File: src/rtl/MulDivPkg.sv
// Shared widths, operation codes, divider phases and bus structs for the multiply/divide block
package MulDivPkg;

    // Datapath sizing
    localparam int DATA_WIDTH = 32;
    localparam int TAG_WIDTH = 6;
    localparam int MUL_DEPTH = 3;
    localparam int DIV_CYCLES = DATA_WIDTH;

    // Operands widened by one bit so that signed and unsigned share one multiplier
    localparam int EXT_WIDTH = DATA_WIDTH + 1;
    localparam int PRODUCT_WIDTH = 2 * EXT_WIDTH;

    // Divider iteration counter
    localparam int DIV_COUNT_WIDTH = $clog2(DIV_CYCLES);
    typedef logic [DIV_COUNT_WIDTH-1:0] DivCount;
    localparam DivCount DIV_LAST_STEP = DivCount'(DIV_CYCLES - 1);

    // Low two bits of funct3 for MUL, MULH, MULHSU, MULHU
    typedef enum logic [1:0] {
        MUL_LOW     = 2'd0,
        MUL_HIGH_SS = 2'd1,
        MUL_HIGH_SU = 2'd2,
        MUL_HIGH_UU = 2'd3
    } MulCode;

    // Low two bits of funct3 for DIV, DIVU, REM, REMU
    typedef enum logic [1:0] {
        DIV_SIGNED   = 2'd0,
        DIV_UNSIGNED = 2'd1,
        REM_SIGNED   = 2'd2,
        REM_UNSIGNED = 2'd3
    } DivCode;

    typedef enum logic [1:0] {
        PHASE_FREE       = 2'd0,  // nobody owns the divider
        PHASE_RESERVED   = 2'd1,  // owned, operands not yet sent
        PHASE_PROCESSING = 2'd2,
        PHASE_WAITING    = 2'd3   // result ready, waiting for the bus
    } DividerPhase;

    typedef struct packed {
        logic                  valid;
        logic [TAG_WIDTH-1:0]  tag;
        MulCode                code;
        logic [DATA_WIDTH-1:0] opA;
        logic [DATA_WIDTH-1:0] opB;
    } MulIssue;

    typedef struct packed {
        logic                  valid;
        logic [TAG_WIDTH-1:0]  tag;
        DivCode                code;
        logic [DATA_WIDTH-1:0] opA;
        logic [DATA_WIDTH-1:0] opB;
    } DivIssue;

    // Writeback bus format shared by both units
    typedef struct packed {
        logic                  valid;
        logic [TAG_WIDTH-1:0]  tag;
        logic [DATA_WIDTH-1:0] data;
    } ExecResult;

endpackage

File: src/rtl/PipelinedMultiplier.sv
// Multiplier pipeline of MUL_DEPTH stages that carries the tag and freezes while stalled
module PipelinedMultiplier (
    input  logic                  clk,
    input  logic                  rstN,
    input  logic                  stall,
    input  MulDivPkg::MulIssue    issue,
    output MulDivPkg::ExecResult  out
);

    // First stage holds the widened operands
    typedef struct packed {
        logic                                valid;
        logic [MulDivPkg::TAG_WIDTH-1:0]     tag;
        MulDivPkg::MulCode                   code;
        logic signed [MulDivPkg::EXT_WIDTH-1:0] opA;
        logic signed [MulDivPkg::EXT_WIDTH-1:0] opB;
    } OperandStage;

    // Later stages carry the full product
    typedef struct packed {
        logic                                    valid;
        logic [MulDivPkg::TAG_WIDTH-1:0]         tag;
        MulDivPkg::MulCode                       code;
        logic [MulDivPkg::PRODUCT_WIDTH-1:0]     product;
    } ProductStage;

    OperandStage operandIn;
    OperandStage operandStage;
    ProductStage productIn;
    ProductStage productStage [MulDivPkg::MUL_DEPTH-1];
    ProductStage lastStage;

    logic signExtA;
    logic signExtB;
    logic signed [MulDivPkg::PRODUCT_WIDTH-1:0] fullProduct;

    // MULHU treats both as unsigned, MULHSU only the second one
    always_comb begin
        signExtA = (issue.code != MulDivPkg::MUL_HIGH_UU);
        signExtB = (issue.code == MulDivPkg::MUL_HIGH_SS) ||
                   (issue.code == MulDivPkg::MUL_LOW);

        operandIn.valid = issue.valid;
        operandIn.tag   = issue.tag;
        operandIn.code  = issue.code;
        operandIn.opA   = {signExtA & issue.opA[MulDivPkg::DATA_WIDTH-1], issue.opA};
        operandIn.opB   = {signExtB & issue.opB[MulDivPkg::DATA_WIDTH-1], issue.opB};
    end

    // 33x33 signed multiply covers every code
    assign fullProduct = $signed(operandStage.opA) * $signed(operandStage.opB);

    always_comb begin
        productIn.valid   = operandStage.valid;
        productIn.tag     = operandStage.tag;
        productIn.code    = operandStage.code;
        productIn.product = fullProduct;
    end

    always_ff @(posedge clk) begin
        if (!rstN) begin
            operandStage.valid <= 1'b0;
            for (int i = 0; i < MulDivPkg::MUL_DEPTH - 1; i++) begin
                productStage[i].valid <= 1'b0;
            end
        end
        else if (!stall) begin
            operandStage    <= operandIn;
            productStage[0] <= productIn;
            for (int i = 1; i < MulDivPkg::MUL_DEPTH - 1; i++) begin
                productStage[i] <= productStage[i-1];
            end
        end
    end

    // Word select in the last stage
    always_comb begin
        lastStage = productStage[MulDivPkg::MUL_DEPTH-2];
        out.valid = lastStage.valid;
        out.tag   = lastStage.tag;
        if (lastStage.code == MulDivPkg::MUL_LOW) begin
            out.data = lastStage.product[MulDivPkg::DATA_WIDTH-1:0];
        end
        else begin
            out.data = lastStage.product[2*MulDivPkg::DATA_WIDTH-1:MulDivPkg::DATA_WIDTH];
        end
    end

endmodule

File: src/rtl/IterativeDivider.sv
// Restoring radix-2 divider, one quotient bit per cycle, with RISC-V divide special cases
module IterativeDivider (
    input  logic                  clk,
    input  logic                  rstN,
    input  MulDivPkg::DivIssue    issue,
    input  logic                  kill,
    output logic                  finished,
    output MulDivPkg::ExecResult  out
);

    // Captured at issue and held until the next request
    typedef struct packed {
        logic [MulDivPkg::TAG_WIDTH-1:0]  tag;
        MulDivPkg::DivCode                code;
        logic                             negA;
        logic                             negB;
        logic                             divByZero;
        logic                             overflow;
        logic [MulDivPkg::DATA_WIDTH-1:0] dividend;
        logic [MulDivPkg::DATA_WIDTH-1:0] divisor;
    } DivContext;

    localparam logic [MulDivPkg::DATA_WIDTH-1:0] MOST_NEGATIVE =
        {1'b1, {(MulDivPkg::DATA_WIDTH-1){1'b0}}};

    DivContext contextIn;
    DivContext savedContext;

    logic                               running;
    logic                               finishedReg;
    MulDivPkg::DivCount                 stepCount;
    logic [MulDivPkg::DATA_WIDTH-1:0]   quotReg;
    logic [MulDivPkg::DATA_WIDTH-1:0]   remReg;

    logic                               isSigned;
    logic [MulDivPkg::DATA_WIDTH:0]     shifted;
    logic [MulDivPkg::DATA_WIDTH+1:0]   diff;
    logic [MulDivPkg::DATA_WIDTH-1:0]   quotient;
    logic [MulDivPkg::DATA_WIDTH-1:0]   remainder;

    always_comb begin
        isSigned = (issue.code == MulDivPkg::DIV_SIGNED) ||
                   (issue.code == MulDivPkg::REM_SIGNED);

        contextIn.tag       = issue.tag;
        contextIn.code      = issue.code;
        contextIn.negA      = isSigned & issue.opA[MulDivPkg::DATA_WIDTH-1];
        contextIn.negB      = isSigned & issue.opB[MulDivPkg::DATA_WIDTH-1];
        contextIn.divByZero = (issue.opB == '0);
        contextIn.overflow  = isSigned && (issue.opA == MOST_NEGATIVE) && (issue.opB == '1);
        contextIn.dividend  = issue.opA;
        contextIn.divisor   = contextIn.negB ? -issue.opB : issue.opB;
    end

    // Trial subtraction with the borrow in the top bit of diff
    assign shifted = {remReg, quotReg[MulDivPkg::DATA_WIDTH-1]};
    assign diff    = {1'b0, shifted} - {2'b00, savedContext.divisor};

    always_ff @(posedge clk) begin
        if (!rstN) begin
            running     <= 1'b0;
            finishedReg <= 1'b0;
            stepCount   <= '0;
        end
        else if (kill) begin
            running     <= 1'b0;
            finishedReg <= 1'b0;
        end
        else if (issue.valid) begin
            running     <= 1'b1;
            finishedReg <= 1'b0;
            stepCount   <= '0;
        end
        else if (running) begin
            stepCount <= stepCount + 1'b1;
            if (stepCount == MulDivPkg::DIV_LAST_STEP) begin
                running     <= 1'b0;
                finishedReg <= 1'b1;
            end
        end
        else begin
            finishedReg <= 1'b0;
        end
    end

    always_ff @(posedge clk) begin
        if (issue.valid) begin
            savedContext <= contextIn;
            quotReg      <= contextIn.negA ? -issue.opA : issue.opA;
            remReg       <= '0;
        end
        else if (running) begin
            if (!diff[MulDivPkg::DATA_WIDTH+1]) begin
                remReg  <= diff[MulDivPkg::DATA_WIDTH-1:0];
                quotReg <= {quotReg[MulDivPkg::DATA_WIDTH-2:0], 1'b1};
            end
            else begin
                remReg  <= shifted[MulDivPkg::DATA_WIDTH-1:0];
                quotReg <= {quotReg[MulDivPkg::DATA_WIDTH-2:0], 1'b0};
            end
        end
    end

    // Sign fix-up, then the architectural overrides
    always_comb begin
        quotient  = (savedContext.negA ^ savedContext.negB) ? -quotReg : quotReg;
        remainder = savedContext.negA ? -remReg : remReg;
        if (savedContext.divByZero) begin
            quotient  = '1;
            remainder = savedContext.dividend;
        end
        else if (savedContext.overflow) begin
            quotient  = savedContext.dividend;
            remainder = '0;
        end
    end

    assign finished  = finishedReg;
    assign out.valid = finishedReg;
    assign out.tag   = savedContext.tag;
    assign out.data  = ((savedContext.code == MulDivPkg::REM_SIGNED) ||
                        (savedContext.code == MulDivPkg::REM_UNSIGNED)) ? remainder : quotient;

endmodule

File: src/rtl/DividerPhaseTracker.sv
// Reservation FSM for the single divider, with flush override and status decode
module DividerPhaseTracker (
    input  logic                    clk,
    input  logic                    rstN,
    input  logic                    acquire,
    input  logic                    request,
    input  logic                    finished,
    input  logic                    releaseReq,
    input  logic                    flush,
    output MulDivPkg::DividerPhase  phase,
    output logic                    kill,
    output logic                    free,
    output logic                    reserved,
    output logic                    busy,
    output logic                    waiting
);

    MulDivPkg::DividerPhase nextPhase;

    always_ff @(posedge clk) begin
        if (!rstN) begin
            phase <= MulDivPkg::PHASE_FREE;
        end
        else begin
            phase <= nextPhase;
        end
    end

    always_comb begin
        nextPhase = phase;
        case (phase)
            MulDivPkg::PHASE_FREE: begin
                if (acquire) begin
                    nextPhase = MulDivPkg::PHASE_RESERVED;
                end
            end
            MulDivPkg::PHASE_RESERVED: begin
                // Operands arrive with the request
                if (request) begin
                    nextPhase = MulDivPkg::PHASE_PROCESSING;
                end
            end
            MulDivPkg::PHASE_PROCESSING: begin
                if (finished) begin
                    nextPhase = MulDivPkg::PHASE_WAITING;
                end
            end
            MulDivPkg::PHASE_WAITING: begin
                // Result went out on the bus
                if (releaseReq) begin
                    nextPhase = MulDivPkg::PHASE_FREE;
                end
            end
            default: begin
                nextPhase = MulDivPkg::PHASE_FREE;
            end
        endcase

        // Flush wins over everything
        if (flush) begin
            nextPhase = MulDivPkg::PHASE_FREE;
        end
    end

    // Abort only matters while the datapath is iterating
    assign kill = flush && (phase == MulDivPkg::PHASE_PROCESSING);

    // Acquire comes from issue, so free looks one cycle ahead
    assign free     = (nextPhase == MulDivPkg::PHASE_FREE);
    assign reserved = (phase == MulDivPkg::PHASE_RESERVED);
    assign busy     = (phase == MulDivPkg::PHASE_PROCESSING);
    assign waiting  = (phase == MulDivPkg::PHASE_WAITING);

endmodule

File: src/rtl/WritebackArbiter.sv
// Fixed-priority writeback select between the multiplier and the waiting divider
module WritebackArbiter (
    input  logic                    wbReady,
    input  MulDivPkg::ExecResult    mulOut,
    input  MulDivPkg::ExecResult    divOut,
    input  MulDivPkg::DividerPhase  phase,
    output MulDivPkg::ExecResult    result,
    output logic                    divRelease
);

    logic mulGrant;
    logic divGrant;

    // Multiplier has fixed latency so it always goes first
    assign mulGrant = wbReady && mulOut.valid;

    // Divider result is held in its registers, so the phase alone tells it is ready
    assign divGrant = wbReady && !mulOut.valid && (phase == MulDivPkg::PHASE_WAITING);

    always_comb begin
        result.valid = mulGrant || divGrant;
        if (divGrant) begin
            result.tag  = divOut.tag;
            result.data = divOut.data;
        end
        else begin
            result.tag  = mulOut.tag;
            result.data = mulOut.data;
        end
    end

    assign divRelease = divGrant;

endmodule

File: src/rtl/MulDivUnit.sv
// Top of the multiply/divide execution block, sharing one writeback bus between both units
module MulDivUnit (
    input  logic                  clk,
    input  logic                  rstN,
    input  MulDivPkg::MulIssue    mulIssue,
    input  MulDivPkg::DivIssue    divIssue,
    input  logic                  divAcquire,
    input  logic                  divFlush,
    input  logic                  wbReady,
    output MulDivPkg::ExecResult  result,
    output logic                  divFree,
    output logic                  divReserved,
    output logic                  divBusy,
    output logic                  divWaiting
);

    MulDivPkg::ExecResult   mulOut;
    MulDivPkg::ExecResult   divOut;
    MulDivPkg::DividerPhase phase;
    logic                   mulStall;
    logic                   finished;
    logic                   divKill;
    logic                   divRelease;

    // Back-pressure freezes the multiplier pipe
    assign mulStall = !wbReady;

    PipelinedMultiplier i_PipelinedMultiplier (
        .clk   (clk),
        .rstN  (rstN),
        .stall (mulStall),
        .issue (mulIssue),
        .out   (mulOut)
    );

    IterativeDivider i_IterativeDivider (
        .clk      (clk),
        .rstN     (rstN),
        .issue    (divIssue),
        .kill     (divKill),
        .finished (finished),
        .out      (divOut)
    );

    DividerPhaseTracker i_DividerPhaseTracker (
        .clk        (clk),
        .rstN       (rstN),
        .acquire    (divAcquire),
        .request    (divIssue.valid),
        .finished   (finished),
        .releaseReq (divRelease),
        .flush      (divFlush),
        .phase      (phase),
        .kill       (divKill),
        .free       (divFree),
        .reserved   (divReserved),
        .busy       (divBusy),
        .waiting    (divWaiting)
    );

    WritebackArbiter i_WritebackArbiter (
        .wbReady    (wbReady),
        .mulOut     (mulOut),
        .divOut     (divOut),
        .phase      (phase),
        .result     (result),
        .divRelease (divRelease)
    );

endmodule

File: config.mk
export PLATFORM = sky130hd
export DESIGN_NAME = MulDivUnit
export DESIGN_NICKNAME = d
export VERILOG_FILES = /design/src/rtl/MulDivPkg.sv /design/src/rtl/PipelinedMultiplier.sv /design/src/rtl/IterativeDivider.sv /design/src/rtl/DividerPhaseTracker.sv /design/src/rtl/WritebackArbiter.sv /design/src/rtl/MulDivUnit.sv
export SDC_FILE = /design/constraint.sdc
export NUM_CORES = 2
export LEC_CHECK = 0
export BUFFER_PORTS_ARGS = -buffer_cell sky130_fd_sc_hd__buf_2
export CAP_MARGIN = 20
export CELL_PAD_IN_SITES_DETAIL_PLACEMENT = 2
export CELL_PAD_IN_SITES_GLOBAL_PLACEMENT = 2
export CORE_MARGIN = 2
export CORE_UTILIZATION = 39
export DETAILED_ROUTE_END_ITERATION = 16
export GPL_TIMING_DRIVEN = 0
export PLACE_DENSITY = 0.87
export SLEW_MARGIN = 20
export SYNTH_ARGS = -nofsm -noshare
export SYNTH_HDL_FRONTEND = slang
export SYNTH_SLANG_ARGS = --single-unit
File: constraint.sdc
create_clock -name clk -period 10.3 [get_ports clk]
set_input_delay 2.06 -clock clk [delete_from_list [all_inputs] [get_ports clk]]
set_output_delay 2.06 -clock clk [all_outputs]
set_load 0.005 [all_outputs]
Yosys cells after proc, flatten, opt, wreduce, memory -nomap -nowiden:

Memory sizes are Yosys's and may differ from the RTL's.
Index checks and enable logic that the tools add are counted.

* flip-flop bits (word level): 224
* memory bits (writable): 150
* bits of input ports: 151
* word-level logic and storage cells: 102
* memories kept: 1

Memory list
* i_PipelinedMultiplier.productStage: depth 2, width 75, rd ports 2, clocked after memory_dff 0, write ports 2, RTL line PipelinedMultiplier.sv:30 `ProductStage productStage [MulDivPkg::MUL_DEPTH-1];`

* $add $sub $neg: 6
* multiply operators: 1
* equal/unequal tests: 11
* mux-type cells: 32
* bitwise gates (word level): 10
* reduce and logical (&&, ||, !) cells: 22

Operators by type and width (count)
* $mux W32: 13
* $neg A32 Y32: 4
* $mul A33 B33 Y66: 1
* $eq A32 B32 Y1 const B: 2
* $mux W38: 1
* $sub A33 B32 Y34: 1
* $logic_not A32 Y1: 1
* $eq A2 B2 Y1 const B: 5
* $logic_not A2 Y1: 5
* $mux W1: 10
* $mux W2: 5
* $mux W5: 2
* $pmux W2 S4: 1
* $logic_and A1 B1 Y1: 6
* $add A5 B1 Y5 const B: 1
* $eq A5 B5 Y1 const B: 1
* $and A1 B1 Y1: 4
* $eq A2 B1 Y1 const B: 2
* $logic_or A1 B1 Y1: 4
* $reduce_and A2 Y1: 2
* $reduce_or A4 Y1: 1
* $not A1 Y1: 3
* $ne A2 B2 Y1 const B: 1
* $or A1 B1 Y1: 2
* 4 further kinds: 4

Depth between registers and ports, before layout:

An unclocked memory read counts as a cell.

* depth after elaboration: 8
* gate-level depth with buffers: 29

Modules after synthesis:

A second synthesis with hierarchy kept.

* cells, all modules: 5903
* area, all modules: 57689.1 um2

Modules (own cells, without submodules)
* PipelinedMultiplier: instances 1, cells an instance 4596, area an instance 46286.9 um2
* IterativeDivider: instances 1, cells an instance 1242, area an instance 10719.0 um2
* WritebackArbiter: instances 1, cells an instance 46, area an instance 533.0 um2
* DividerPhaseTracker: instances 1, cells an instance 18, area an instance 146.4 um2
* MulDivUnit: instances 1, cells an instance 1, area an instance 3.8 um2

Worst setup path before layout:

OpenSTA, ideal clock, no wires.

* kind: input to register
* from: in wbReady
* to: mem i_PipelinedMultiplier.productStage[0][8] (netlist name) (data pin)
* data arrival time: 9.563 ns
* slack: 0.561 ns
* stages on the path: 6
* path buffers: 2
* cell sequence: clkbuf_1 > nand2_1 > inv_1 > clkbuf_1 > o21ai_0 > nor2_1

RTL lines
* start, declared: RTL line MulDivUnit.sv:9 `input logic wbReady,`
* end, declared: RTL line PipelinedMultiplier.sv:30

==> results.md <==
Status:
- The flow ran to the end, and the final reports show no timing, DRC or antenna violations.

Route:
- The uppermost layer routed is met5.
- The average wire length per cell after detail routing is 33.5 um.
- After detailed routing, the met2 layer carries 126 mm of wire.
- The total via count after detailed routing is 47441.
- For this run, design rule violations remaining after detail routing come to 0.
- In this run the remaining antenna-violating nets after routing total 0.
- The mean number of vias per cell is 5.86.
- The number of iterations in the first detailed-routing pass is 5.
- The routed design has 271 mm of wire.
- The detailed-routed wire length on met3 is 24.7 mm.
- In this run, the number of DRC markers left after iteration 0 of detailed routing was 4198.
- For this block, wires on met1 add up to 96.1 mm.

Logic synthesis:
- The synthesized flop and latch total is 369.
- A synthesized cell averages 9.74 sq um.
- The portion of synthesized cell area occupied by the leading cell type is 39.4%.
- By area the synthesized netlist is led by fa_1, edfxtp_1, inv_1, and2_1, ha_1.
- In the synthesized netlist the dominant register cell turns out to be edfxtp_1.
- After synthesis, the netlist uses 81 different library cells.
- Counting flops with a built-in enable in the synthesized netlist gives 327.
- Counting every net in the synthesized netlist gives 7404.
- The library cell occupying the most area in the post-synthesis netlist is fa_1.
- Of all flip-flops after synthesis, the portion carrying an async set or reset was 0%.
- Synthesis handed over a netlist of 5876 instances.
- The post-synthesis instance area is 0.0572 sq mm.
- After synthesis, flip-flops and latches occupy 18.6% of the total area.
- Yosys printed 0 warnings.

Hold path:
- The min-delay analysis places its worst path in the category register to register.

Floorplan:
- Measured along the y axis, the die boundary spans 387 um.
- The die area is 0.150 sq mm.
- The number of core rows is 140.
- The initial utilization of the core area, before any placement, comes to 39.3%.
- The floorplan die width is 387 um.
- The number of ports placed on the die boundary is 194.
- The total area inside the core boundary comes to 0.146 sq mm.

STA:
- For the pin with the worst max-slew slack, the measured transition is 1.32 ns.
- The final-report max-slew violation count is 0.
- The number of endpoints failing setup at the final stage is 0.
- The fmax is 0.0988 GHz.
- The tightest hold margin is 0.502 ns.
- The final hold violation count is 0.
- The clock skew is 0.0863 ns.
- In this run the tightest slew margin relative to its limit is 12.1%.
- Setup slack on the critical path of the routed design comes to 0.183 ns.
- The final critical-path required period is 10.12 ns.
- Setup repair after global routing left no endpoint under its margin.
- The final worst-path cycle share is 98.2%.
- The accumulated negative setup slack is 0 ns.

Critical path:
- The worst setup path is launched from a register.
- In this run the worst path has a maximum fanout of 10.
- The kind of end point of the critical path is a register.
- The setup path with the least slack is of type register to register.
- The endpoint required time on the critical path is 10.72 ns.
- At the worst endpoint, the arrival time is 10.54 ns.

GRT:
- Entering global routing, the biggest net connects 55 pins.
- For this run the aggregate overflow at the end of global routing stands at 0.
- Global routing used 36.3% of the available tracks across all layers.
- The initial antenna violation count is 39.
- The first-pass GRT wire length is 392 mm.
- The number of global-route vias before repair was 55569.

Place:
- Once detailed placement completed, the half-perimeter wirelength came to 221 mm.
- In this run the tool buffered the top-level ports with 192 buffer cells.
- The setup slack after placement is -0.301 ns.
- The congestion estimate from routability-driven global placement came to 1.00.

Clock network:
- For this design, the CTS-stage hold fixing added 0 buffers.
- The clock latency of the later-clocked register in the worst-skew pair is 0.70 ns.
- The maximum buffer depth of the clock tree is 3.
- TritonCTS created 48 clock buffers.
- Clock-pin slew was measured on the worst setup and hold paths at 0.06 ns.
- TritonCTS built the clock tree.
- The cell at the root of the clock tree is clkbuf_16.
- In this run the number of H-tree levels came out at 2.
- Clock tree synthesis found a total of 369 sinks.

Run:
- The max-capacitance violation count is 0.

Layout:
- In the layout the commonest cells are inv_1, fa_1, nand2_1.
- The final net count is 7656.
- The area growth from synthesis to final layout is 9.30%.
- The share of post-route cells with drive strength above 1 is 6.18%.
- The library cell used most frequently in the layout, excluding fill and tap cells, is inv_1.
## flip-flops by register name (all words and copies together), names as in the netlist
register,cells
i_IterativeDivider.running,1
i_PipelinedMultiplier.productStage,146
i_IterativeDivider.quotReg,32
i_DividerPhaseTracker.phase,2
i_IterativeDivider.stepCount,5
i_IterativeDivider.savedContext,69
i_IterativeDivider.finished,1
i_IterativeDivider.out,6
i_IterativeDivider.remReg,32
i_PipelinedMultiplier.operandStage,75
## timing repair
item	in CTS	in global routing
endpoints found under the setup margin	6	13
resized for setup	7	35
pin swaps	0	0
setup buffers	0	3
## per-layer routing
layer  vias up  track usage (%)
li1      18590                -
met1     24949             41.4
met2      2776             58.9
met3      1100             9.31
met4        26             26.9
met5         -                0
## path summary, 6_finish.rpt
check                           slack (ns)                                    endpoint  cells after the start                                 startpoint
worst max-delay path                  0.18   i_PipelinedMultiplier.productStage[0][56]                     26     i_PipelinedMultiplier.operandStage[54]
worst min-delay path                  0.50  i_PipelinedMultiplier.productStage[0][143]                      1  i_PipelinedMultiplier.productStage[0][68]
worst max register to register        0.18   i_PipelinedMultiplier.productStage[0][56]                     26     i_PipelinedMultiplier.operandStage[54]
worst min register to register        0.50  i_PipelinedMultiplier.productStage[0][143]                      1  i_PipelinedMultiplier.productStage[0][68]
## through the flow
stage	util, %	cells	instance area, sq um
after floorplan	-	5876	57200
after global placement	41.6	7985	60600
after detailed placement	41.7	7991	60700
after CTS	42.9	8080	62400
after global routing	42.9	8087	62500
final	43.0	8097	62500
## synthesized netlist by cell type, types with 5 or more instances
master and number:
inv_1 1183, fa_1 1126, nand2_1 613, and2_1 548, edfxtp_1 327, clkbuf_1 297
nor2_1 263, ha_1 251, a21oi_1 167, xnor2_1 119, o21ai_0 113, and3_1 99
xor2_1 95, a31oi_1 69, a21o_1 49, nor2b_1 46, dfxtp_1 42, mux2i_1 41
a211oi_1 40, nor3_1 40, nand2b_1 32, mux2_2 31, nand4_1 30, nand3_1 23
o31ai_1 22, a22oi_1 21, nor4_1 18, o21a_1 17, o21ai_1 17, o41ai_1 11
o21bai_1 10, or4_1 9, o211ai_1 8, or3_1 7, o22ai_1 6, buf_1 5
## cell families after synthesis
kind of cell | count (synthesis) | synth area share, %
AO/OA/AOI/OAI | 590 | 6.53
XOR/XNOR | 214 | 3.28
adder cells (fa/ha/maj) | 1377 | 44.9
buffers and inverters | 1496 | 9.86
flip-flops | 369 | 18.6
multiplexers | 74 | 1.37
AND/OR/NAND/NOR | 1756 | 15.4
## worst max-delay path, cell delays in order (launching register included)
cell and delay [ns]:
edfxtp_1 0.81, clkbuf_1 0.75, nand2_1 0.19, fa_1 0.56, fa_1 0.64, inv_1 0.08
fa_1 0.55, inv_1 0.08, fa_1 0.53, inv_1 0.05, fa_1 0.48, fa_1 0.53
fa_1 0.50, inv_1 0.06, fa_1 0.72, inv_1 0.09, ha_1 0.40, nand4_1 0.16
inv_1 0.13, nand2_1 0.14, a2111oi_4 0.64, o21ai_2 0.19, o31ai_2 0.48, a31oi_1 0.36
o21ai_1 0.25, xnor2_1 0.30, nor2_1 0.11
## cell type report
class	instances	area [sq um]
Buffer	311	1240
Tap cell	1917	2400
Clock inverter	25	367
Fill cell	15596	83000
Multi-Input combinational cell	4011	40900
Clock buffer	64	1300
Sequential cell	369	10700
Inverter	1185	4450
Antenna cell	13	32.5
Timing Repair Buffer	202	1150
Power is left out: the tool's default activity adds up to more than one toggle a clock period on the data nets, which glitch-free logic cannot reach.
